**src/hdl/memPkg.sv**
```systemverilog
package memPkg;

  // word width on both core ports and on the bus
  parameter int wordWidth = 32;

  // byte addresses everywhere, memory and caches drop the low bits
  parameter int addrWidth = 32;

  // one lane per byte of a word
  parameter int maskWidth = wordWidth / 8;

  // per-lane write enable for stores
  typedef logic [maskWidth-1:0] byteMaskT;

  // every lane enabled, driven on instruction beats
  parameter byteMaskT fullMask = '1;

  // kind of a single bus beat, carried on busWrite
  typedef enum logic {
    kindRead  = 1'b0,
    kindWrite = 1'b1
  } busKindT;

  // overlay the masked lanes of newWord onto oldWord
  // used by the data cache on a store hit and by the memory on a write beat
  function automatic logic [wordWidth-1:0] mergeBytes(
    input logic [wordWidth-1:0] oldWord,
    input logic [wordWidth-1:0] newWord,
    input byteMaskT             mask
  );
    logic [wordWidth-1:0] merged;
    merged = oldWord;
    for (int lane = 0; lane < maskWidth; lane++) begin
      if (mask[lane]) begin
        merged[lane*8 +: 8] = newWord[lane*8 +: 8];
      end
    end
    return merged;
  endfunction

endpackage

```
**src/hdl/instrCache.sv**
```systemverilog
`timescale 1ns/100ps

module instrCache #(
  parameter int wordsPerLine = 4,
  parameter int lineCount    = 16
) (
  input  logic                         clk,
  input  logic                         rstN,
  input  logic                         instrReq,
  input  logic [memPkg::addrWidth-1:0] instrAddr,
  output logic [memPkg::wordWidth-1:0] instrData,
  output logic                         instrStall,
  output logic                         busReqI,
  output logic [memPkg::addrWidth-1:0] busAddrI,
  input  logic                         busReadyI,
  input  logic [memPkg::wordWidth-1:0] busRdata
);

  // address split: tag | line index | word offset | byte
  localparam int byteBits   = $clog2(memPkg::maskWidth);
  localparam int offsetBits = $clog2(wordsPerLine);
  localparam int indexBits  = $clog2(lineCount);
  localparam int tagBits    = memPkg::addrWidth - byteBits - offsetBits - indexBits;

  typedef enum logic {
    icIdle,
    icRefill
  } stateT;

  stateT                        state;
  logic [offsetBits-1:0]        wordCnt;
  logic [lineCount-1:0]         valid;
  logic [tagBits-1:0]           tagArr [lineCount];
  // words of line n sit at n*wordsPerLine .. n*wordsPerLine+wordsPerLine-1
  logic [memPkg::wordWidth-1:0] dataArr [lineCount*wordsPerLine];

  logic [offsetBits-1:0]        offset;
  logic [indexBits-1:0]         index;
  logic [tagBits-1:0]           tag;
  logic                         hit;

  assign offset = instrAddr[byteBits +: offsetBits];
  assign index  = instrAddr[byteBits+offsetBits +: indexBits];
  assign tag    = instrAddr[memPkg::addrWidth-1 -: tagBits];

  assign hit = valid[index] && (tagArr[index] == tag);

  // hit path, word out in the fetch cycle
  assign instrData = dataArr[{index, offset}];

  // stall from the miss cycle until the cycle after the last beat
  assign instrStall = (state == icRefill) || (instrReq && !hit);

  // fetch address is held by the core, so the refill reuses its tag and index
  assign busReqI  = (state == icRefill);
  assign busAddrI = {tag, index, wordCnt, {byteBits{1'b0}}};

  always_ff @(posedge clk) begin
    if (!rstN) begin
      state   <= icIdle;
      wordCnt <= '0;
      valid   <= '0;
    end else begin
      case (state)
        icIdle: begin
          if (instrReq && !hit) begin
            state        <= icRefill;
            wordCnt      <= '0;
            // line is invalid while it is partly overwritten
            valid[index] <= 1'b0;
          end
        end
        icRefill: begin
          if (busReadyI) begin
            wordCnt <= wordCnt + 1'b1;
            if (wordCnt == offsetBits'(wordsPerLine - 1)) begin
              valid[index] <= 1'b1;
              state        <= icIdle;
            end
          end
        end
      endcase
    end
  end

  // line fill, one word per ready beat
  always_ff @(posedge clk) begin
    if (state == icRefill && busReadyI) begin
      dataArr[{index, wordCnt}] <= busRdata;
      tagArr[index]             <= tag;
    end
  end

endmodule

```
**config.mk**
```make
export PLATFORM = sky130hd
export DESIGN_NAME = instrCache
export DESIGN_NICKNAME = d
export VERILOG_FILES = /design/src/hdl/memPkg.sv /design/src/hdl/instrCache.sv
export SDC_FILE = /design/constraint.sdc
export NUM_CORES = 2
export LEC_CHECK = 0
export BUFFER_PORTS_ARGS = -buffer_cell sky130_fd_sc_hd__buf_4
export CAP_MARGIN = 25
export CORE_MARGIN = 10
export CORE_UTILIZATION = 50
export CTS_BUF_LIST = sky130_fd_sc_hd__clkbuf_4 sky130_fd_sc_hd__clkbuf_8
export CTS_CLUSTER_DIAMETER = 60
export DETAILED_ROUTE_END_ITERATION = 8
export GPL_ROUTABILITY_DRIVEN = 0
export PLACE_DENSITY = 0.73
export SLEW_MARGIN = 20
export SYNTH_ARGS = -nofsm -noshare
export SYNTH_HDL_FRONTEND = slang
export SYNTH_SLANG_ARGS = --single-unit
```
**constraint.sdc**
```tcl
create_clock -name clk -period 17.8 [get_ports clk]
set_input_delay 2.67 -clock clk [delete_from_list [all_inputs] [get_ports clk]]
set_output_delay 2.67 -clock clk [all_outputs]
set_load 0.02 [all_outputs]
```
==> flow_summary.ini <==
[critical_path]
rr_worst_depth = 4
worstPathMaxFanout = 57
crit_end = instrData[9]
cp_data_required_time_ns = 15.13
worstReg2RegStart = wordCnt[0]
reg2reg_to = dataArr[23][6]
endpoint_kind = output port
path_class = input port to output port
startpoint_type = input port
crit_start = instrAddr[5]
arrival_ns = 7.64
reg2reg_setup_slack_ns = 14.31

[timing]
finClkSkew_ns = 0.07816
rsz0062_at_grt = no
maxSlewHeadroom_pct = 28.35
finalHoldViolations = 0
setup_ws_ns = 7.493
setup-violations-final = 0
fmax_mhz = 97.02
drv_slew = 0
finalCriticalPeriod_ns = 10.31
hold_ws_ns = 0.5290
tightest_slew_ns = 1.072
fin_crit_sh_pct = 57.90
fin_tns_setup_ns = 0

[routing]
drc_errors = 0
drtIter0Drc = 6463
antenna_left = 0
wirelength_um = 241100
viasPerCell = 6.376
routedWlPerCell_um = 33.45
drt_first_pass_iters = 6
dr_total_vias = 45950

[grt]
grt_pass1_vias = 46080
grt_pass1_wl_um = 342600
grt_usage_pct = 23.26
grt_overflow = 0
grt_max_degree = 98
antenna_found_initial = 17

[clocking]
cts_root_buf = clkbuf_8
path_clk_slew_ns = 0.06
tritoncts = yes
clkLatencyLatePin_ns = 1.05
cts_sinks = 2451
cts_made_buffers = 387
post_cts_resized = 0
cts_buffer_depth = 4
hold_buffers = 0
h-tree-depth = 5
cts_setup_buffers = 0

[synthesis]
syn_avg_cell_area_um2 = 23.45
ys.flop_type = edfxtp_1
yosys.cell_types.count = 64
yosys.area.top_type = edfxtp_1
ys_ff_latch = 2451
yosysMostFrequentCell = edfxtp_1
async_flop_share_pct = 0
ys_top_cells_by_count = 2,432 x edfxtp_1, 675 x mux4_2, 117 x nor2_1
syn_inst = 4022
synth_top_area_share_pct = 77.43
ys_seq_area_share_pct = 77.83
synth_edf_count = 2432
synthTopCellsByArea = edfxtp_1 77%, mux4_2 16%, mux2i_1 1.0%, nor2_1 0.47%, clkbuf_1 0.46%
synth_area_mm2 = 0.09432
yosys_warnings = 0

[die]
io_pins = 134
fp.dieW_um = 454.3
floorplan.initialDensity_pct = 50.28
die_area_mm2 = 0.2064
rows = 159
core_mm2 = 0.1876
die_height_um = 454.3

[power]
p_leak_nw = 33.30
p_per_area_mw_per_mm2 = 108.3
p_total_mw = 11.53
vdd_drop_max_mv = 0.06146

[place]
port_buffers = 129
place_hpwl_um = 130100
pre_cts_ws_ns = 7.584

[finish]
drive_above_1_share_pct = 34.80
fill_cells = 13220
fin_util_pct = 56.71
area_growth_pct = 12.81
nets = 4485

[flow_run]
cap_violations = 0

[min_path]
hold_path_class = register to register

[run_status]
status = completed
[sequential cells by signal (all words and copies together) (netlist names), named ones only]
signal   count
busReqI      1
dataArr   2048
tagArr     384
wordCnt      2
[power breakdown]
group	total, mW	internal [mW]	switching (mW)
sequential	6.36	6.36	0.00358
combinational	0.579	0.224	0.355
clock	4.59	2.49	2.10
total	11.5	9.07	2.46
[area by class of cell]
cell class	instances	area (um2)	area share, %
multi-input combinational	1303	20210	19.00
clock buffer	543	6604	6.207
timing repair buffer	263	2232	2.098
clock inverter	128	747.0	0.7021
tap	2495	3122	2.934
sequential	2451	73410	69.00
inverter	10	38.79	0.03646
antenna	13	32.53	0.03058
[worst max-delay path: stages]
cell and delay (ns):
buf_8 0.46, buf_4 0.64, buf_4 0.77, nand2_1 0.84, nor2_1 1.06, a22oi_1 0.32, o21ai_0 0.15, a221oi_1 0.09
o221ai_1 0.27, buf_4 0.24
[cell families after synthesis]
| family | share of synthesized area (%) |
|---|---|
| XOR/XNOR | 0.1764 |
| multiplexers | 17.60 |
| AO/OA/AOI/OAI | 1.776 |
| other | 0.003976 |
| buffers and inverters | 1.376 |
| AND/OR/NAND/NOR | 1.220 |
| adder cells (fa/ha/maj) | 0.01326 |
| flip-flops | 77.83 |
[stage by stage]
stage,cell area (um2),instances
after floorplan,94320,4023
after global placement,98710,6509
after detailed placement,98820,6514
after CTS,106200,7185
after global routing,106400,7202
final,106400,7206
[layout by cell type, fill, tap and decap left out, types with 11 or more instances in the layout]
cell / instances
clkbuf_4: 139
xnor2_1: 11
a32oi_1: 12
edfxtp_1: 2432
clkinv_1: 88
dfxtp_1: 19
nand2_1: 58
mux2_2: 16
mux2i_1: 98
o211ai_1: 13
o21ai_0: 38
nor2_4: 75
nor2_1: 37
clkinv_2: 29
a21oi_1: 30
clkbuf_8: 404
a22oi_1: 43
diode_2: 13
mux4_2: 675
nand3_1: 12
buf_4: 244
[worst min-delay path by stage]
stage / start / depth (start not counted) / end / slack, ns
4_1_cts: register / 1 / register / 0.53
3_5_place_dp: register / 1 / register / 0.51
5_1_grt: register / 1 / register / 0.55
6_report: register / 1 / register / 0.53
3_3_place_gp: register / 1 / register / 0.50
2_1_floorplan: register / 1 / register / 0.49
[routing by layer]
metal	share of wire (%)	GRT usage, %
met5	0.017	0
met4	4.2	9.766
met3	11	5.350
met2	49	36.87
met1	36	31.30
Note: power is estimated with default switching activity, not from simulation.
