<file path="src/hdl/memPkg.sv">
package memPkg;

  // word width on both core ports and on the bus
  parameter int wordWidth = 32;

  // byte addresses everywhere, memory and caches drop the low bits
  parameter int addrWidth = 32;

  // one lane per byte of a word
  parameter int maskWidth = wordWidth / 8;

  // per-lane write enable for stores
  typedef logic [maskWidth-1:0] byteMaskT;

  // every lane enabled, driven on instruction beats
  parameter byteMaskT fullMask = '1;

  // kind of a single bus beat, carried on busWrite
  typedef enum logic {
    kindRead  = 1'b0,
    kindWrite = 1'b1
  } busKindT;

  // overlay the masked lanes of newWord onto oldWord
  // used by the data cache on a store hit and by the memory on a write beat
  function automatic logic [wordWidth-1:0] mergeBytes(
    input logic [wordWidth-1:0] oldWord,
    input logic [wordWidth-1:0] newWord,
    input byteMaskT             mask
  );
    logic [wordWidth-1:0] merged;
    merged = oldWord;
    for (int lane = 0; lane < maskWidth; lane++) begin
      if (mask[lane]) begin
        merged[lane*8 +: 8] = newWord[lane*8 +: 8];
      end
    end
    return merged;
  endfunction

endpackage

</file>
<file path="src/hdl/dataCache.sv">
`timescale 1ns/100ps

module dataCache #(
  parameter int wordsPerLine = 4,
  parameter int lineCount    = 16
) (
  input  logic                         clk,
  input  logic                         rstN,
  input  logic                         dataRead,
  input  logic                         dataWrite,
  input  logic [memPkg::addrWidth-1:0] dataAddr,
  input  logic [memPkg::wordWidth-1:0] dataWdata,
  input  memPkg::byteMaskT             byteMask,
  output logic [memPkg::wordWidth-1:0] dataRdata,
  output logic                         dataStall,
  output logic                         busReqD,
  output logic [memPkg::addrWidth-1:0] busAddrD,
  output memPkg::busKindT              busWriteD,
  output logic [memPkg::wordWidth-1:0] busWdataD,
  output memPkg::byteMaskT             busMaskD,
  input  logic                         busReadyD,
  input  logic [memPkg::wordWidth-1:0] busRdata
);

  // same address split as the instruction side
  localparam int byteBits   = $clog2(memPkg::maskWidth);
  localparam int offsetBits = $clog2(wordsPerLine);
  localparam int indexBits  = $clog2(lineCount);
  localparam int tagBits    = memPkg::addrWidth - byteBits - offsetBits - indexBits;

  typedef enum logic [1:0] {
    dcIdle,
    dcRefill,
    dcStore
  } stateT;

  stateT                        state;
  logic [offsetBits-1:0]        wordCnt;
  logic [lineCount-1:0]         valid;
  logic [tagBits-1:0]           tagArr [lineCount];
  logic [memPkg::wordWidth-1:0] dataArr [lineCount*wordsPerLine];

  logic [offsetBits-1:0]        offset;
  logic [indexBits-1:0]         index;
  logic [tagBits-1:0]           tag;
  logic                         hit;
  logic                         lastBeat;

  assign offset = dataAddr[byteBits +: offsetBits];
  assign index  = dataAddr[byteBits+offsetBits +: indexBits];
  assign tag    = dataAddr[memPkg::addrWidth-1 -: tagBits];

  assign hit      = valid[index] && (tagArr[index] == tag);
  assign lastBeat = (wordCnt == offsetBits'(wordsPerLine - 1));

  // load hit data, valid when the stall is low
  assign dataRdata = dataArr[{index, offset}];

  always_comb begin
    case (state)
      dcRefill: dataStall = 1'b1;
      // store ends in the cycle of its write beat's ready
      dcStore:  dataStall = !busReadyD;
      // any store and any load miss stall from the request cycle
      default:  dataStall = dataWrite || (dataRead && !hit);
    endcase
  end

  // one store beat at the core's own word, or refill beats walking the line
  assign busReqD   = (state != dcIdle);
  assign busWriteD = (state == dcStore) ? memPkg::kindWrite : memPkg::kindRead;
  assign busAddrD  = {tag, index, (state == dcStore) ? offset : wordCnt,
                      {byteBits{1'b0}}};
  // core holds store data and mask until the stall drops
  assign busWdataD = dataWdata;
  assign busMaskD  = byteMask;

  always_ff @(posedge clk) begin
    if (!rstN) begin
      state   <= dcIdle;
      wordCnt <= '0;
      valid   <= '0;
    end else begin
      case (state)
        dcIdle: begin
          if (dataWrite) begin
            // write-through, no allocate on a miss
            state <= dcStore;
          end else if (dataRead && !hit) begin
            state        <= dcRefill;
            wordCnt      <= '0;
            valid[index] <= 1'b0;
          end
        end
        dcRefill: begin
          if (busReadyD) begin
            wordCnt <= wordCnt + 1'b1;
            if (lastBeat) begin
              valid[index] <= 1'b1;
              state        <= dcIdle;
            end
          end
        end
        dcStore: begin
          if (busReadyD) begin
            state <= dcIdle;
          end
        end
        default: state <= dcIdle;
      endcase
    end
  end

  always_ff @(posedge clk) begin
    if (state == dcRefill && busReadyD) begin
      dataArr[{index, wordCnt}] <= busRdata;
      tagArr[index]             <= tag;
    end else if (state == dcStore && busReadyD && hit) begin
      // store hit keeps the cached copy in step with memory
      dataArr[{index, offset}] <= memPkg::mergeBytes(dataArr[{index, offset}],
                                                     dataWdata, byteMask);
    end
  end

endmodule

</file>
<file path="config.mk">
export PLATFORM = sky130hd
export DESIGN_NAME = dataCache
export DESIGN_NICKNAME = d
export VERILOG_FILES = /design/src/hdl/memPkg.sv /design/src/hdl/dataCache.sv
export SDC_FILE = /design/constraint.sdc
export NUM_CORES = 2
export LEC_CHECK = 0
export BUFFER_PORTS_ARGS = -buffer_cell sky130_fd_sc_hd__buf_2
export CORE_UTILIZATION = 34
export DETAILED_ROUTE_END_ITERATION = 16
export MAX_ROUTING_LAYER = met4
export SYNTH_ARGS = -nofsm -noshare
export SYNTH_HDL_FRONTEND = slang
export SYNTH_SLANG_ARGS = --single-unit
</file>
<file path="constraint.sdc">
create_clock -name clk -period 10.85 [get_ports clk]
set_clock_uncertainty 0.2 [all_clocks]
set_input_delay 2.17 -clock clk [delete_from_list [all_inputs] [get_ports clk]]
set_output_delay 2.17 -clock clk [all_outputs]
set_load 0.1 [all_outputs]
</file>
==> flow_metrics.tcl <==
set metrics [dict create \
    ctsResizeCount 0 \
    drtIter0Drc 5612 \
    crit_path_start_kind "input pin" \
    place_congestion 0.7986 \
    syn-instance-count 4244 \
    yosysUniqueCellTypes 79 \
    num_vias 46420 \
    cts_root_buffer "clkbuf_16" \
    ys.flop_type "edfxtp_1" \
    finalCriticalPeriod_ps 8772 \
    dpl.hpwl_mm 144.5 \
    holdBufCountCts 0 \
    cts_setup_buffers 0 \
    first_pass_iters 5 \
    area_growth_pct 14.81 \
    path_cells "buf_8 -> buf_4 -> buf_12 -> mux2i_1 -> nor3_1 -> nor2_1 -> o21ai_0 -> or4_1 -> buf_2" \
    nets 4679 \
    drv_cap 0 \
    die_w_um 533.8 \
    seq_area_frac_synth_pct 76.36 \
    num_rows 194 \
    core-area_um2 280400 \
    die_y_um 533.8 \
    setup_tns_ps 0 \
    total_leakage_power_nw 34.56 \
    synth_edf_count 2432 \
    tightest_slew_ps 1271 \
    whs_path_depth 2 \
    slew_violations 0 \
    grt_pass1_vias 46450 \
    drive_above_1_share_pct 32.64 \
    postRouteAntennaNets 0 \
    avgViaCountPerCell 5.459 \
    dieArea_um2 285000 \
    setup_viol 0 \
    drt-total-wl_mm 253.8 \
    r2r_slack_ps 5010 \
    worstSetupPathType "input pin to primary output" \
    tritoncts "done" \
    cts_buffers 241 \
    grt_overflow_total 0 \
    clock-sinks 2452 \
    slowest_stage "or4_1" \
    fmax_mhz 114.0 \
    yosys_warnings 0 \
    critical_path_buf_inv_count 4 \
    powerDensity_nw_per_um2 180.4 \
    insertion_delay_ps 890 \
    crit_family "buffers and inverters" \
    syn_area_um2 96160 \
    required_ps 8480 \
    timing.slew.headroom_pct 14.98 \
    htree_levels 4 \
    finalPower_w 0.01992 \
    cts.path.max_buffers 3 \
    r2r-end "dataArr[32][25]$_DFFE_PP_" \
    grt_max_degree 105 \
    antenna_found_initial 22 \
    period_share_pct 80.85 \
    async_reset_ff_share_pct 0 \
    end_kind "primary output" \
    rsz0062_at_grt "false" \
    syn_area_per_cell_um2 22.66 \
    start_util_pct 34.30 \
    cts.clk_slew.worst_paths_ps 60 \
    route.detailed.drc 0 \
    path_max_fanout 104 \
    wire_per_inst_um 29.84 \
    slowest_delay_ps 730 \
    pin_count 208 \
    io_buffers 203 \
    grt.total_usage_pct 18.21 \
    ir_drop_mv 0.1695 \
    cp.arrival_ps 6400 \
    hold_viol 0 \
    grt_pass1_wl_mm 356.8 \
    synth-seq-cells 2452 \
    worstReg2RegStart "tagArr[6][23]$_DFFE_PP_" \
    r2r_cells 10 \
    outcome "finished, final reports clean" \
    hold_class "flip-flop to flip-flop" \
]
## cell families after synthesis
kind of cell | count (synthesis) | share of synthesized area (%)
AOI/OAI and AO/OA | 252 | 1.958
adders and majority gates | 4 | 0.05205
and+or+nand+nor | 294 | 1.746
muxes | 897 | 17.90
xor gates and xnor gates | 20 | 0.1822
buffers and inverters | 324 | 1.794
other | 1 | 0.003900
DFF | 2452 | 76.36
## cells in the final DEF (no fill, tap or decap), types with 7 or more instances in the layout
master      synthesis  routed
nor2b_1            10       9
nor2_4              0       7
buf_12              0      37
nor3_4              0      28
buf_4              79     143
a22oi_1            67      67
a32oi_1             7       7
mux4_2            649     649
clkbuf_16           0     241
o21ai_0            32      32
mux2_2             80      80
bufinv_16           0      21
nor3b_2            15      17
edfxtp_1         2432    2432
clkinv_16           0       8
mux2i_4             0       8
nor2_2              0      10
a22o_1             17      17
clkinvlp_4          0       8
nor3_1             26      18
nor3_2             28       8
a221o_1             8       8
buf_2              77     199
clkinv_1            0      53
o22ai_1            13      13
nand3_1            12      12
o211ai_1            9       9
inv_1              22      22
clkinv_2            0      48
nor3b_4             0      15
a221oi_1           15      15
clkbuf_1          103      56
a21oi_1            26      26
o21ai_1             9       9
nor2_1             65      48
nand2_1            79      79
xnor2_1            14      14
dfxtp_1            20      20
mux2i_1           164     159
## routing by layer
metal	part of all wire, %	track usage, %
met4	1.8	3.871
met2	50	29.78
met3	7.6	2.968
met5	0	-
met1	40	24.01
## stage by stage
stage                     std cells  utilization (%)  cell area (um^2)  hold WS, ps  setup slack [ps]
after global routing           8500            39.38            110400        288.8              1933
after CTS                      8498            39.38            110400        257.2              2011
after detailed placement       8051            36.61            102600        248.8              2052
after floorplan                4245                -             96170        235.3              1044
final                          8503            39.38            110400        257.2              2078
after global placement         8051            36.61            102600        243.3              2043
## state kept, by name (all words and copies together) (netlist names), named ones only
signal / flops
dataArr: 2048
tagArr: 384
state: 2
wordCnt: 2
## how the worst max path moves through the flow
stage	from	end	slack, ps	depth (start not counted)
6_report	dataAddr[4]	dataRdata[3]	2080	9
5_1_grt	dataAddr[4]	dataRdata[3]	1930	9
4_1_cts	dataAddr[4]	dataRdata[3]	2010	9
3_5_place_dp	dataAddr[4]	dataRdata[3]	2050	9
3_3_place_gp	dataAddr[4]	dataRdata[3]	2040	9
2_1_floorplan	dataAddr[4]	dataRdata[12]	1040	11
## worst reg2reg max path, delay by kind of cell (launching register included)
family                 cells  cell delay [ps]
flip-flops                 1              380
buffers and inverters      1              440
AND/OR/NAND/NOR            2             1900
AO/OA/AOI/OAI              5             1710
XOR/XNOR                   1              330
multiplexers               1              470
## Yosys cell counts, drive strengths merged, types with 14 or more instances
cell type  count  area [um^2]
a22oi         67        503.0
dfxtp         20        400.4
mux2i        167         1683
nor3b         32        315.3
inv           23        86.33
clkbuf       103        386.6
nor2          65        244.0
mux4         649        14620
buf          198         1252
o21ai         41        205.2
nand2         79        296.5
edfxtp      2432        73030
mux2          81        915.9
a21oi         26        130.1
a221oi        16        146.4
a22o          17        148.9
xnor2         14        122.6
nor3          54        410.4
## layout make-up
class                           instances  area [um^2]
Timing Repair Buffer                  383         2870
Fill cell                           24620       170000
Clock inverter                        150         1526
Sequential cell                      2452        73430
Multi-Input combinational cell       1469        21580
Clock buffer                          297         6241
Antenna cell                            5        12.51
Tap cell                             3724         4659
Inverter                               23        87.58
## where the power goes
group,leakage (nW),internal (W),total [W],switching [W]
clock network,3.77,0.00460,0.00820,0.00361
logic,8.78,0.000394,0.00129,0.000895
registers,22.0,0.0104,0.0104,0.00000362
No activity file was read; power rests on OpenSTA's default activity.
