$ cat src/hdl/memPkg.sv
package memPkg;

  // word width on both core ports and on the bus
  parameter int wordWidth = 32;

  // byte addresses everywhere, memory and caches drop the low bits
  parameter int addrWidth = 32;

  // one lane per byte of a word
  parameter int maskWidth = wordWidth / 8;

  // per-lane write enable for stores
  typedef logic [maskWidth-1:0] byteMaskT;

  // every lane enabled, driven on instruction beats
  parameter byteMaskT fullMask = '1;

  // kind of a single bus beat, carried on busWrite
  typedef enum logic {
    kindRead  = 1'b0,
    kindWrite = 1'b1
  } busKindT;

  // overlay the masked lanes of newWord onto oldWord
  // used by the data cache on a store hit and by the memory on a write beat
  function automatic logic [wordWidth-1:0] mergeBytes(
    input logic [wordWidth-1:0] oldWord,
    input logic [wordWidth-1:0] newWord,
    input byteMaskT             mask
  );
    logic [wordWidth-1:0] merged;
    merged = oldWord;
    for (int lane = 0; lane < maskWidth; lane++) begin
      if (mask[lane]) begin
        merged[lane*8 +: 8] = newWord[lane*8 +: 8];
      end
    end
    return merged;
  endfunction

endpackage

$ cat src/hdl/busArbiter.sv
`timescale 1ns/100ps

module busArbiter (
  input  logic                         clk,
  input  logic                         rstN,
  input  logic                         busReqI,
  input  logic [memPkg::addrWidth-1:0] busAddrI,
  input  logic                         busReqD,
  input  logic [memPkg::addrWidth-1:0] busAddrD,
  input  memPkg::busKindT              busWriteD,
  input  logic [memPkg::wordWidth-1:0] busWdataD,
  input  memPkg::byteMaskT             busMaskD,
  output logic                         busReadyI,
  output logic                         busReadyD,
  output logic                         busReq,
  output logic [memPkg::addrWidth-1:0] busAddr,
  output memPkg::busKindT              busWrite,
  output logic [memPkg::wordWidth-1:0] busWdata,
  output memPkg::byteMaskT             busMask,
  input  logic                         busReady
);

  typedef enum logic [1:0] {
    ownNone,
    ownInstr,
    ownData
  } ownerT;

  // owner is last cycle's grant, grant is this cycle's
  ownerT owner;
  ownerT grant;

  always_comb begin
    if (owner == ownInstr && busReqI) begin
      // instruction refill in progress keeps the bus
      grant = ownInstr;
    end else if (busReqD) begin
      // data side first on a free bus, and keeps it while requesting
      grant = ownData;
    end else if (busReqI) begin
      grant = ownInstr;
    end else begin
      grant = ownNone;
    end
  end

  always_ff @(posedge clk) begin
    if (!rstN) begin
      owner <= ownNone;
    end else begin
      owner <= grant;
    end
  end

  // request fields of the granted cache onto the shared bus
  assign busReq   = (grant != ownNone);
  assign busAddr  = (grant == ownData) ? busAddrD : busAddrI;
  assign busWrite = (grant == ownData) ? busWriteD : memPkg::kindRead;
  assign busWdata = busWdataD;
  assign busMask  = (grant == ownData) ? busMaskD : memPkg::fullMask;

  // ready goes to the owner only
  assign busReadyI = busReady && (grant == ownInstr);
  assign busReadyD = busReady && (grant == ownData);

endmodule

$ cat config.mk
export PLATFORM = sky130hd
export DESIGN_NAME = busArbiter
export DESIGN_NICKNAME = d
export VERILOG_FILES = /design/src/hdl/memPkg.sv /design/src/hdl/busArbiter.sv
export SDC_FILE = /design/constraint.sdc
export NUM_CORES = 1
export LEC_CHECK = 0
export ABC_AREA = 1
export BUFFER_PORTS_ARGS = -buffer_cell sky130_fd_sc_hd__clkbuf_2
export CAP_MARGIN = 40
export CORE_MARGIN = 5
export CORE_UTILIZATION = 25
export CTS_CLUSTER_SIZE = 28
export DETAILED_ROUTE_END_ITERATION = 10
export PLACE_DENSITY = 0.83
export SLEW_MARGIN = 0
export SYNTH_ARGS = -nofsm -noshare
export SYNTH_HDL_FRONTEND = slang
export SYNTH_SLANG_ARGS = --single-unit
$ cat constraint.sdc
create_clock -name clk -period 1.07 [get_ports clk]
set_input_delay 0.214 -clock clk [delete_from_list [all_inputs] [get_ports clk]]
set_output_delay 0.214 -clock clk [all_outputs]
set_load 0.02 [all_outputs]
==> flow_summary.json, run 1 <==
{
  "slowest_stage": "dfxtp_2",
  "synthCells": 159,
  "dieWidth_microns": 68.47,
  "setup_viol": 40,
  "syn_to_final_growth_pct": 149.0,
  "rr_endpoint": "owner[0]$_SDFF_PN0_",
  "swShare": 0.4198,
  "cts_tree": "built",
  "switching_power_mw": 0.5705,
  "p_comb_frac": 0.809,
  "relSlewSlack": 0.8380,
  "cp.arrival_ns": 1.30,
  "tightestPinTransition_ns": 0.2430,
  "largest_reg_flops": 2,
  "grt_usage": 0.1820,
  "routabilityCongestion": 0.7030,
  "crit_chain": "inv_2, nand3_4, buf_8, buf_16, nand3_1, nand2_1, clkbuf_8",
  "wl_per_cell_microns": 15.98,
  "die_area_sq_um": 4687,
  "io_buffers": 113,
  "num_io_pins": 178,
  "drc_errors": 0,
  "worst_setup_path_start_kind": "flop",
  "fp-row-count": 21,
  "critical_path_class": "reg -> out",
  "clock_sinks": 2,
  "critPathMaxFanout": 12,
  "rsz0062_at_grt": "true",
  "die_h_microns": 68.47,
  "cts_hold_buf": 0,
  "drt-initial-drc-count": 33,
  "crit_path_end_kind": "output pin",
  "syn-num-nets": 265,
  "drive_above_1_share": 0.7935,
  "intPower_mw": 0.7885,
  "slew_violations": 0,
  "clockPowerShare": 0.130,
  "viasPerCell": 4.713,
  "dp_hpwl_microns": 2889,
  "grt_pass1_wl_microns": 6410,
  "crit_start": "owner[1]$_SDFF_PN0_",
  "cts-root-buf": "clkbuf_4",
  "start_util": 0.2581,
  "gr-total-overflow": 0,
  "largest-register": "owner",
  "ys_seq_area_frac": 0.04685,
  "vdd_ir_drop_max_mv": 0.4564,
  "power_leakage_nw": 1.153,
  "path_clk_slew_ns": 0.03,
  "status": "complete, but fails checks",
  "worstHoldPathType": "in -> reg",
  "numCtsBuffers": 3,
  "grt_max_degree": 20,
  "place_ws_ns": -0.2483,
  "via_count": 1381,
  "synth-seq-cells": 2,
  "synth_cell_types": 12,
  "avgSynthCellArea_sq_um": 5.375,
  "seqPwrFrac": 0.061,
  "final_cell_area_sq_um": 2128,
  "r2r_slack_ns": 0.09,
  "clock_skew_ns": 0.0003535,
  "grt_pass1_vias": 1406,
  "crit_required_ns": 0.86,
  "dr.pass1.iters": 4,
  "place_area_sq_um": 1435,
  "violations": "negative setup slack",
  "grt_antenna_before_repair": 0,
  "clk_latency_ns": 0.23,
  "cts_buffer_depth": 2,
  "critical-path-max-stage-delay_ns": 0.31,
  "finalCriticalPeriod_ns": 1.519,
  "yosys_warnings": 0,
  "diodes": 0,
  "h-tree-depth": 1,
  "num-nets-final": 355,
  "reg2reg_depth": 5,
  "drt_wl_total_microns": 4682,
  "hold_viol": 0,
  "power_density_nw_per_um2": 638.5,
  "period_share": 1.419,
  "reg_top3": "owner (2)",
  "netlist_area_sq_um": 854.6,
  "worstReg2RegStart": "owner[1]$_SDFF_PN0_",
  "postRouteAntennaNets": 0,
  "finalWorstSetupSlack_ns": -0.4487,
  "core_sq_um": 3311,
  "max_freq_ghz": 0.6585,
  "maxCapViolCount": 0,
  "endpoint": "busAddr[3]"
}
-- worst min path at each step --
stage,start,end,cells after the start
global placement,busWdataD[0],busWdata[0],0
CTS,rstN,owner[1]$_SDFF_PN0_,3
global route,rstN,owner[0]$_SDFF_PN0_,3
floorplan,rstN,owner[0]$_SDFF_PN0_,2
finish,rstN,owner[0]$_SDFF_PN0_,3
detailed placement,busWdataD[0],busWdata[0],0
-- critical path, delay by kind of cell, from the launching register on --
kind,cells,cell delay [ns]
simple gates,3,0.25
flops,1,0.31
buf+inv,4,0.53
-- cell type report --
class,count,area (sq um)
inverter,5,18.77
sequential,2,42.54
fill,286,1182
clock buffer,3,22.52
tap,46,57.56
timing repair buffer,128,1215
multi-input combinational,109,772.0
-- through the flow --
stage / utilization / TNS [ns] / power [mW] / instances / hold slack, ns
floorplan: - / -0.3336 / 0.6656 / 159 / 0.3455
global placement: 0.4335 / -6.744 / 0.7946 / 284 / 0.4281
global route: 0.6429 / -17.73 / 1.441 / 293 / 0.2333
CTS: 0.5937 / -16.41 / 1.256 / 292 / 0.1966
detailed placement: 0.4335 / -7.776 / 0.8021 / 284 / 0.4281
finish: 0.6429 / -15.92 / 1.359 / 293 / 0.2157
-- kinds of logic (layout without fill, tap and decap cells) --
kind of cell           Yosys count  after routing  synth area share
and+or+nand+nor                107            107            0.5461
buffers and inverters           48            136            0.3953
AOI/OAI and AO/OA                2              2           0.01171
DFF                              2              2           0.04685
-- power by group through the flow --
stage	clock network, mW	logic, mW	registers [mW]
5_1_grt	0.192	1.17	0.0829
2_1_floorplan	0	0.584	0.0813
6_report	0.176	1.10	0.0828
3_3_place_gp	0	0.713	0.0817
3_5_place_dp	0	0.720	0.0819
4_1_cts	0.188	0.985	0.0828
-- layout by cell type, fill, tap and decap left out --
cell type   n
a21oi_4     1
nor2_1      2
nor2_4      1
nand3_1    11
nand2_8     1
inv_2       1
nand2_4     5
clkbuf_16   2
nand3b_1    4
inv_1       4
buf_16      1
dfxtp_2     2
buf_12      8
clkbuf_4    3
nand2_1    29
nand3_4     5
clkbuf_8   15
buf_6       2
buf_8      24
nand2_2    31
clkbuf_2   73
nand3_2    18
buf_4       3
a21oi_1     1
-- cell usage after synthesis --
cell type	number	share of area
inv_1	5	0.022
buf_4	39	0.34
a21oi_1	2	0.012
nand3_1	33	0.19
dfxtp_1	2	0.047
buf_2	3	0.018
nand3b_1	4	0.035
nand2_2	1	0.0073
nand3_2	1	0.012
buf_6	1	0.013
nor2_1	3	0.013
nand2_1	65	0.29
-- timing repair --
action | in CTS | in global routing
pin swaps | 2 | 6
buffers inserted | 3 | 0
cloned | 2 | 2
endpoints found under the setup margin | 40 | 40
gates resized for setup | 97 | 49
-- metal layers --
layer | vias to the layer above | GRT usage | part of all wire
met2 | 86 | 0.3218 | 0.54
met1 | 629 | 0.1767 | 0.32
met5 | - | 0 | 0
met3 | 18 | 0.06568 | 0.10
li1 | 648 | - | -
met4 | 0 | 0.1166 | 0.037
No activity file was read; power rests on OpenSTA's default activity.
==> run 2: changes to the inputs <==
Settings changed: PLACE_DENSITY 0.83 to 0.94.
==> flow_summary.json, run 2 (same netlist as run 1, synthesis figures left out) <==
{
  "violations": "negative setup slack",
  "hold_viol": 0,
  "crit_chain": "inv_2, nand3_4, nand2_4, buf_12, nand2_1, nand2_4, clkbuf_4",
  "cp.arrival_ns": 1.29,
  "power_density_nw_per_um2": 633.8,
  "swShare": 0.4543,
  "dr.pass1.iters": 4,
  "drt_wl_total_microns": 3723,
  "place_area_sq_um": 1403,
  "setup_viol": 40,
  "hold_path_depth": 3,
  "worst-path-buf-inv": 3,
  "start_util": 0.2581,
  "die_area_sq_um": 4687,
  "grt_antenna_before_repair": 0,
  "numCtsBuffers": 3,
  "routabilityCongestion": 0.6623,
  "via_count": 1336,
  "drt-initial-drc-count": 26,
  "io_buffers": 113,
  "final.setup.tns_ns": -16.21,
  "clock_sinks": 2,
  "syn_to_final_growth_pct": 91.95,
  "holdCritStartpoint": "rstN",
  "clk_latency_ns": 0.23,
  "worst_setup_path_start_kind": "flop",
  "switching_power_mw": 0.4723,
  "core_sq_um": 3311,
  "slew_violations": 0,
  "status": "complete, but fails checks",
  "power_leakage_nw": 0.9960,
  "drive_above_1_share": 0.6939,
  "place_ws_ns": -0.2530,
  "grt_max_degree": 24,
  "maxCapViolCount": 0,
  "rr_endpoint": "owner[0]$_SDFF_PN0_",
  "finalWorstSetupSlack_ns": -0.4356,
  "crit_path_end_kind": "output pin",
  "viasPerCell": 4.591,
  "r2r_slack_ns": 0.10,
  "gr-total-overflow": 0,
  "slowest_stage": "dfxtp_1",
  "cts_tree": "built",
  "relSlewSlack": 0.8660,
  "h-tree-depth": 1,
  "reg_top3": "owner (2)",
  "path_clk_slew_ns": 0.03,
  "critical_path_class": "reg -> out",
  "drc_errors": 0,
  "layout_common_cells": "clkbuf_2, nand2_1, nand2_2",
  "max_freq_ghz": 0.6642,
  "finalPower_mw": 1.040,
  "num_io_pins": 178,
  "seqPwrFrac": 0.079,
  "critical-path-max-stage-delay_ns": 0.30,
  "largest-register": "owner",
  "path_common_cell": "nand2_4",
  "p_comb_frac": 0.756,
  "cts-root-buf": "clkbuf_4",
  "final_cell_area_sq_um": 1640,
  "vdd_ir_drop_max_mv": 0.4128,
  "fp-row-count": 21,
  "grt_pass1_wl_microns": 5395,
  "clock_skew_ns": 0.0009731,
  "hold_ws_ns": 0.2158,
  "crit_required_ns": 0.86,
  "cts_buffer_depth": 2,
  "crit_family": "simple AND/OR/NAND/NOR gates",
  "final_util": 0.4955,
  "worstReg2RegStart": "owner[1]$_SDFF_PN0_",
  "finalCriticalPeriod_ns": 1.506,
  "die_h_microns": 68.47,
  "hold_end": "owner[0]$_SDFF_PN0_",
  "tightestPinTransition_ns": 0.2005,
  "dp_hpwl_microns": 2793,
  "diodes": 0,
  "fillCellCount": 346,
  "worstHoldPathType": "in -> reg",
  "intPower_mw": 0.5673,
  "grt_usage": 0.1530,
  "placed_cells_incl_taps": 283,
  "dieWidth_microns": 68.47,
  "rsz0062_at_grt": "true",
  "reg2reg_depth": 5,
  "grt_pass1_vias": 1342,
  "critPathMaxFanout": 8,
  "period_share": 1.407,
  "final_common_cell": "clkbuf_2",
  "layout.cells.non_filler": 291,
  "wl_per_cell_microns": 12.79,
  "largest_reg_flops": 2,
  "clockPowerShare": 0.165,
  "postRouteAntennaNets": 0,
  "num-nets-final": 353
}
-- run 2: final cells by class --
cell class / instances / area, sq um / area share
multi-input combinational: 109 / 630.6 / 0.3844
timing repair buffer: 126 / 869.6 / 0.5301
inverter: 5 / 18.77 / 0.01144
tap: 46 / 57.56 / 0.03509
clock buffer: 3 / 22.52 / 0.01373
sequential: 2 / 41.29 / 0.02517
-- run 2: timing repair --
action / in CTS / in global routing
resized for setup: 24 / 4
hold buffers: 0 / 0
cloned: 3 / 1
setup buffers: 1 / 0
pin swaps: 0 / 0
endpoints found under the hold margin: 0 / 0
setup endpoints to repair: 40 / 40
-- run 2: power by group through the flow --
| stage | logic, mW | registers [mW] | clock network, mW |
|---|---|---|---|
| 3_5_place_dp | 0.708 | 0.0816 | 0 |
| 3_3_place_gp | 0.691 | 0.0814 | 0 |
| 4_1_cts | 0.782 | 0.0820 | 0.178 |
| 6_report | 0.786 | 0.0824 | 0.171 |
| 2_1_floorplan | 0.584 | 0.0813 | 0 |
| 5_1_grt | 0.851 | 0.0825 | 0.191 |
-- run 2: per-layer routing --
metal  vias to the layer above  track usage  wire (microns)  part of all wire
met3                        16      0.03448             425              0.11
met5                         -            0               0                 0
met1                       594       0.1487            1223              0.33
met4                         0      0.09926             132             0.035
li1                        643            -               -                 -
met2                        83       0.2849            1941              0.52
-- run 2: tightest hold or removal path, stage by stage --
cell and delay [ns]:
clkbuf_2 0.08, inv_1 0.06, a21oi_1 0.04
-- run 2: worst max path at each step --
stage | cells past startpoint | end | slack, ns | from
after detailed placement | 6 | busReadyI | -0.25 | owner[1]$_SDFF_PN0_
after CTS | 7 | busAddr[24] | -0.45 | owner[1]$_SDFF_PN0_
final | 7 | busAddr[24] | -0.44 | owner[1]$_SDFF_PN0_
after global routing | 7 | busAddr[31] | -0.51 | owner[1]$_SDFF_PN0_
after floorplan | 5 | busReadyD | -0.06 | owner[1]$_SDFF_PN0_
after global placement | 6 | busReadyI | -0.21 | busReqI
==> run 3: changes to the inputs <==
Settings changed: CTS_CLUSTER_DIAMETER set to 150, REMOVE_ABC_BUFFERS set to 1.
==> flow_summary.json, run 3 (same netlist as run 1, synthesis figures left out) <==
{
  "status": "complete, but fails checks",
  "violations": "negative setup slack",
  "clock_sinks": 2,
  "power_leakage_nw": 1.059,
  "clock_skew_ns": 0.00006670,
  "largest_reg_flops": 2,
  "hold_viol": 0,
  "num_io_pins": 178,
  "dr.pass1.iters": 4,
  "cts_hold_buf": 0,
  "syn_to_final_growth_pct": 109.5,
  "grt_pass1_vias": 1233,
  "gr-total-overflow": 0,
  "rr_endpoint": "owner[0]$_SDFF_PN0_",
  "h-tree-depth": 1,
  "die_h_microns": 68.47,
  "rsz0062_at_grt": "true",
  "finalPower_mw": 1.134,
  "hold_path_depth": 3,
  "reg2reg_depth": 6,
  "io_buffers": 113,
  "core_sq_um": 3311,
  "final.setup.tns_ns": -14.73,
  "fillCellCount": 303,
  "dieWidth_microns": 68.47,
  "path_clk_slew_ns": 0.03,
  "numCtsBuffers": 3,
  "hold_end": "owner[0]$_SDFF_PN0_",
  "grt_antenna_before_repair": 0,
  "cp.arrival_ns": 1.26,
  "r2r_slack_ns": 0.04,
  "power_density_nw_per_um2": 633.4,
  "num-nets-final": 353,
  "crit_family": "buffers and inverters",
  "die_area_sq_um": 4687,
  "critical-path-max-stage-delay_ns": 0.31,
  "largest-register": "owner",
  "dp_hpwl_microns": 4189,
  "maxCapViolCount": 0,
  "worstHoldPathType": "in -> reg",
  "cts_buffer_depth": 2,
  "period_share": 1.377,
  "fp-row-count": 21,
  "postRouteAntennaNets": 0,
  "place_area_sq_um": 1286,
  "grt_max_degree": 23,
  "critical_path_class": "reg -> out",
  "crit_path_end_kind": "output pin",
  "final_common_cell": "clkbuf_2",
  "finalWorstSetupSlack_ns": -0.4035,
  "drc_errors": 0,
  "setup_viol": 40,
  "final_util": 0.5408,
  "via_count": 1374,
  "vdd_ir_drop_max_mv": 0.3349,
  "finalCriticalPeriod_ns": 1.473,
  "cts-root-buf": "clkbuf_4",
  "worst_setup_path_start_kind": "flop",
  "routabilityCongestion": 0.7719,
  "max_freq_ghz": 0.6787,
  "tightestPinTransition_ns": 0.2364,
  "slowest_stage": "dfxtp_2",
  "crit_chain": "inv_2, nand3_4, buf_12, clkbuf_16, a21oi_4, buf_8",
  "hold_ws_ns": 0.2257,
  "worstReg2RegStart": "owner[1]$_SDFF_PN0_",
  "drt-initial-drc-count": 26,
  "drt_wl_total_microns": 5517,
  "slew_violations": 0,
  "wl_per_cell_microns": 18.96,
  "start_util": 0.2581,
  "cts_tree": "built",
  "grt_usage": 0.1993,
  "relSlewSlack": 0.8420,
  "crit_required_ns": 0.86,
  "layout_common_cells": "clkbuf_2, nand2_1, nand3_1",
  "clk_latency_ns": 0.22,
  "final_cell_area_sq_um": 1790,
  "worst-path-buf-inv": 4,
  "drive_above_1_share": 0.6449,
  "critPathMaxFanout": 8,
  "viasPerCell": 4.722,
  "holdCritStartpoint": "rstN",
  "reg_top3": "owner (2)",
  "grt_pass1_wl_microns": 6541,
  "diodes": 0
}
[run 3: cell types whose count changed in the layout (fill, tap and decap cells not counted), sizes merged]
| cell | delta |
|---|---|
| buf | +18 |
| clkbuf | -18 |
[run 3: worst max-delay path by stage]
| stage | from | slack (ns) | to | cells after the start |
|---|---|---|---|---|
| 2_1_floorplan | owner[1]$_SDFF_PN0_ | -0.69 | busAddr[0] | 5 |
| 3_5_place_dp | owner[1]$_SDFF_PN0_ | -0.21 | busAddr[0] | 7 |
| 6_report | owner[1]$_SDFF_PN0_ | -0.40 | busReadyI | 6 |
| 4_1_cts | owner[1]$_SDFF_PN0_ | -0.40 | busAddr[14] | 7 |
| 5_1_grt | owner[1]$_SDFF_PN0_ | -0.47 | busAddr[26] | 7 |
| 3_3_place_gp | busReqI | -0.17 | busAddr[8] | 7 |
[run 3: layout make-up]
class                      instances  area (sq um)  area share
timing repair buffer             126          1040      0.5807
multi-input combinational        109         609.3      0.3403
tap                               46         57.56     0.03215
sequential                         2         42.54     0.02376
clock buffer                       3         22.52     0.01258
inverter                           5         18.77     0.01048
[run 3: layer usage]
layer | part of all wire | vias to the layer above | GRT usage
met1 | 0.24 | 587 | 0.1361
met5 | 0.0067 | - | 0.07500
met3 | 0.25 | 6 | 0.2151
met4 | 0.0060 | 2 | 0.03226
li1 | - | 649 | -
met2 | 0.49 | 130 | 0.3576
[run 3: tightest hold or removal path, stage by stage]
cell and delay, ns:
clkbuf_2 0.08, inv_1 0.07, a21oi_2 0.04
[run 3: power by group]
| part | internal [mW] | leakage (nW) | total, mW | switching (mW) |
|---|---|---|---|---|
| Sequential | 0.0802 | 0.0172 | 0.0831 | 0.00283 |
| Clock | 0.123 | 0.0138 | 0.163 | 0.0393 |
| Combinational | 0.450 | 1.03 | 0.888 | 0.438 |
[run 3: metrics by stage]
step	cells	setup slack [ns]
finish	291	-0.4035
global route	291	-0.4704
global placement	282	-0.1720
floorplan	116	-0.6885
detailed placement	282	-0.2137
CTS	287	-0.4038
[run 3: what timing repair did]
| item | in CTS | in global routing |
|---|---|---|
| setup endpoints to repair | 40 | 40 |
| setup buffers | 1 | 1 |
| cloned | 1 | 3 |
| gates resized for setup | 47 | 65 |
| pin swaps | 2 | 7 |
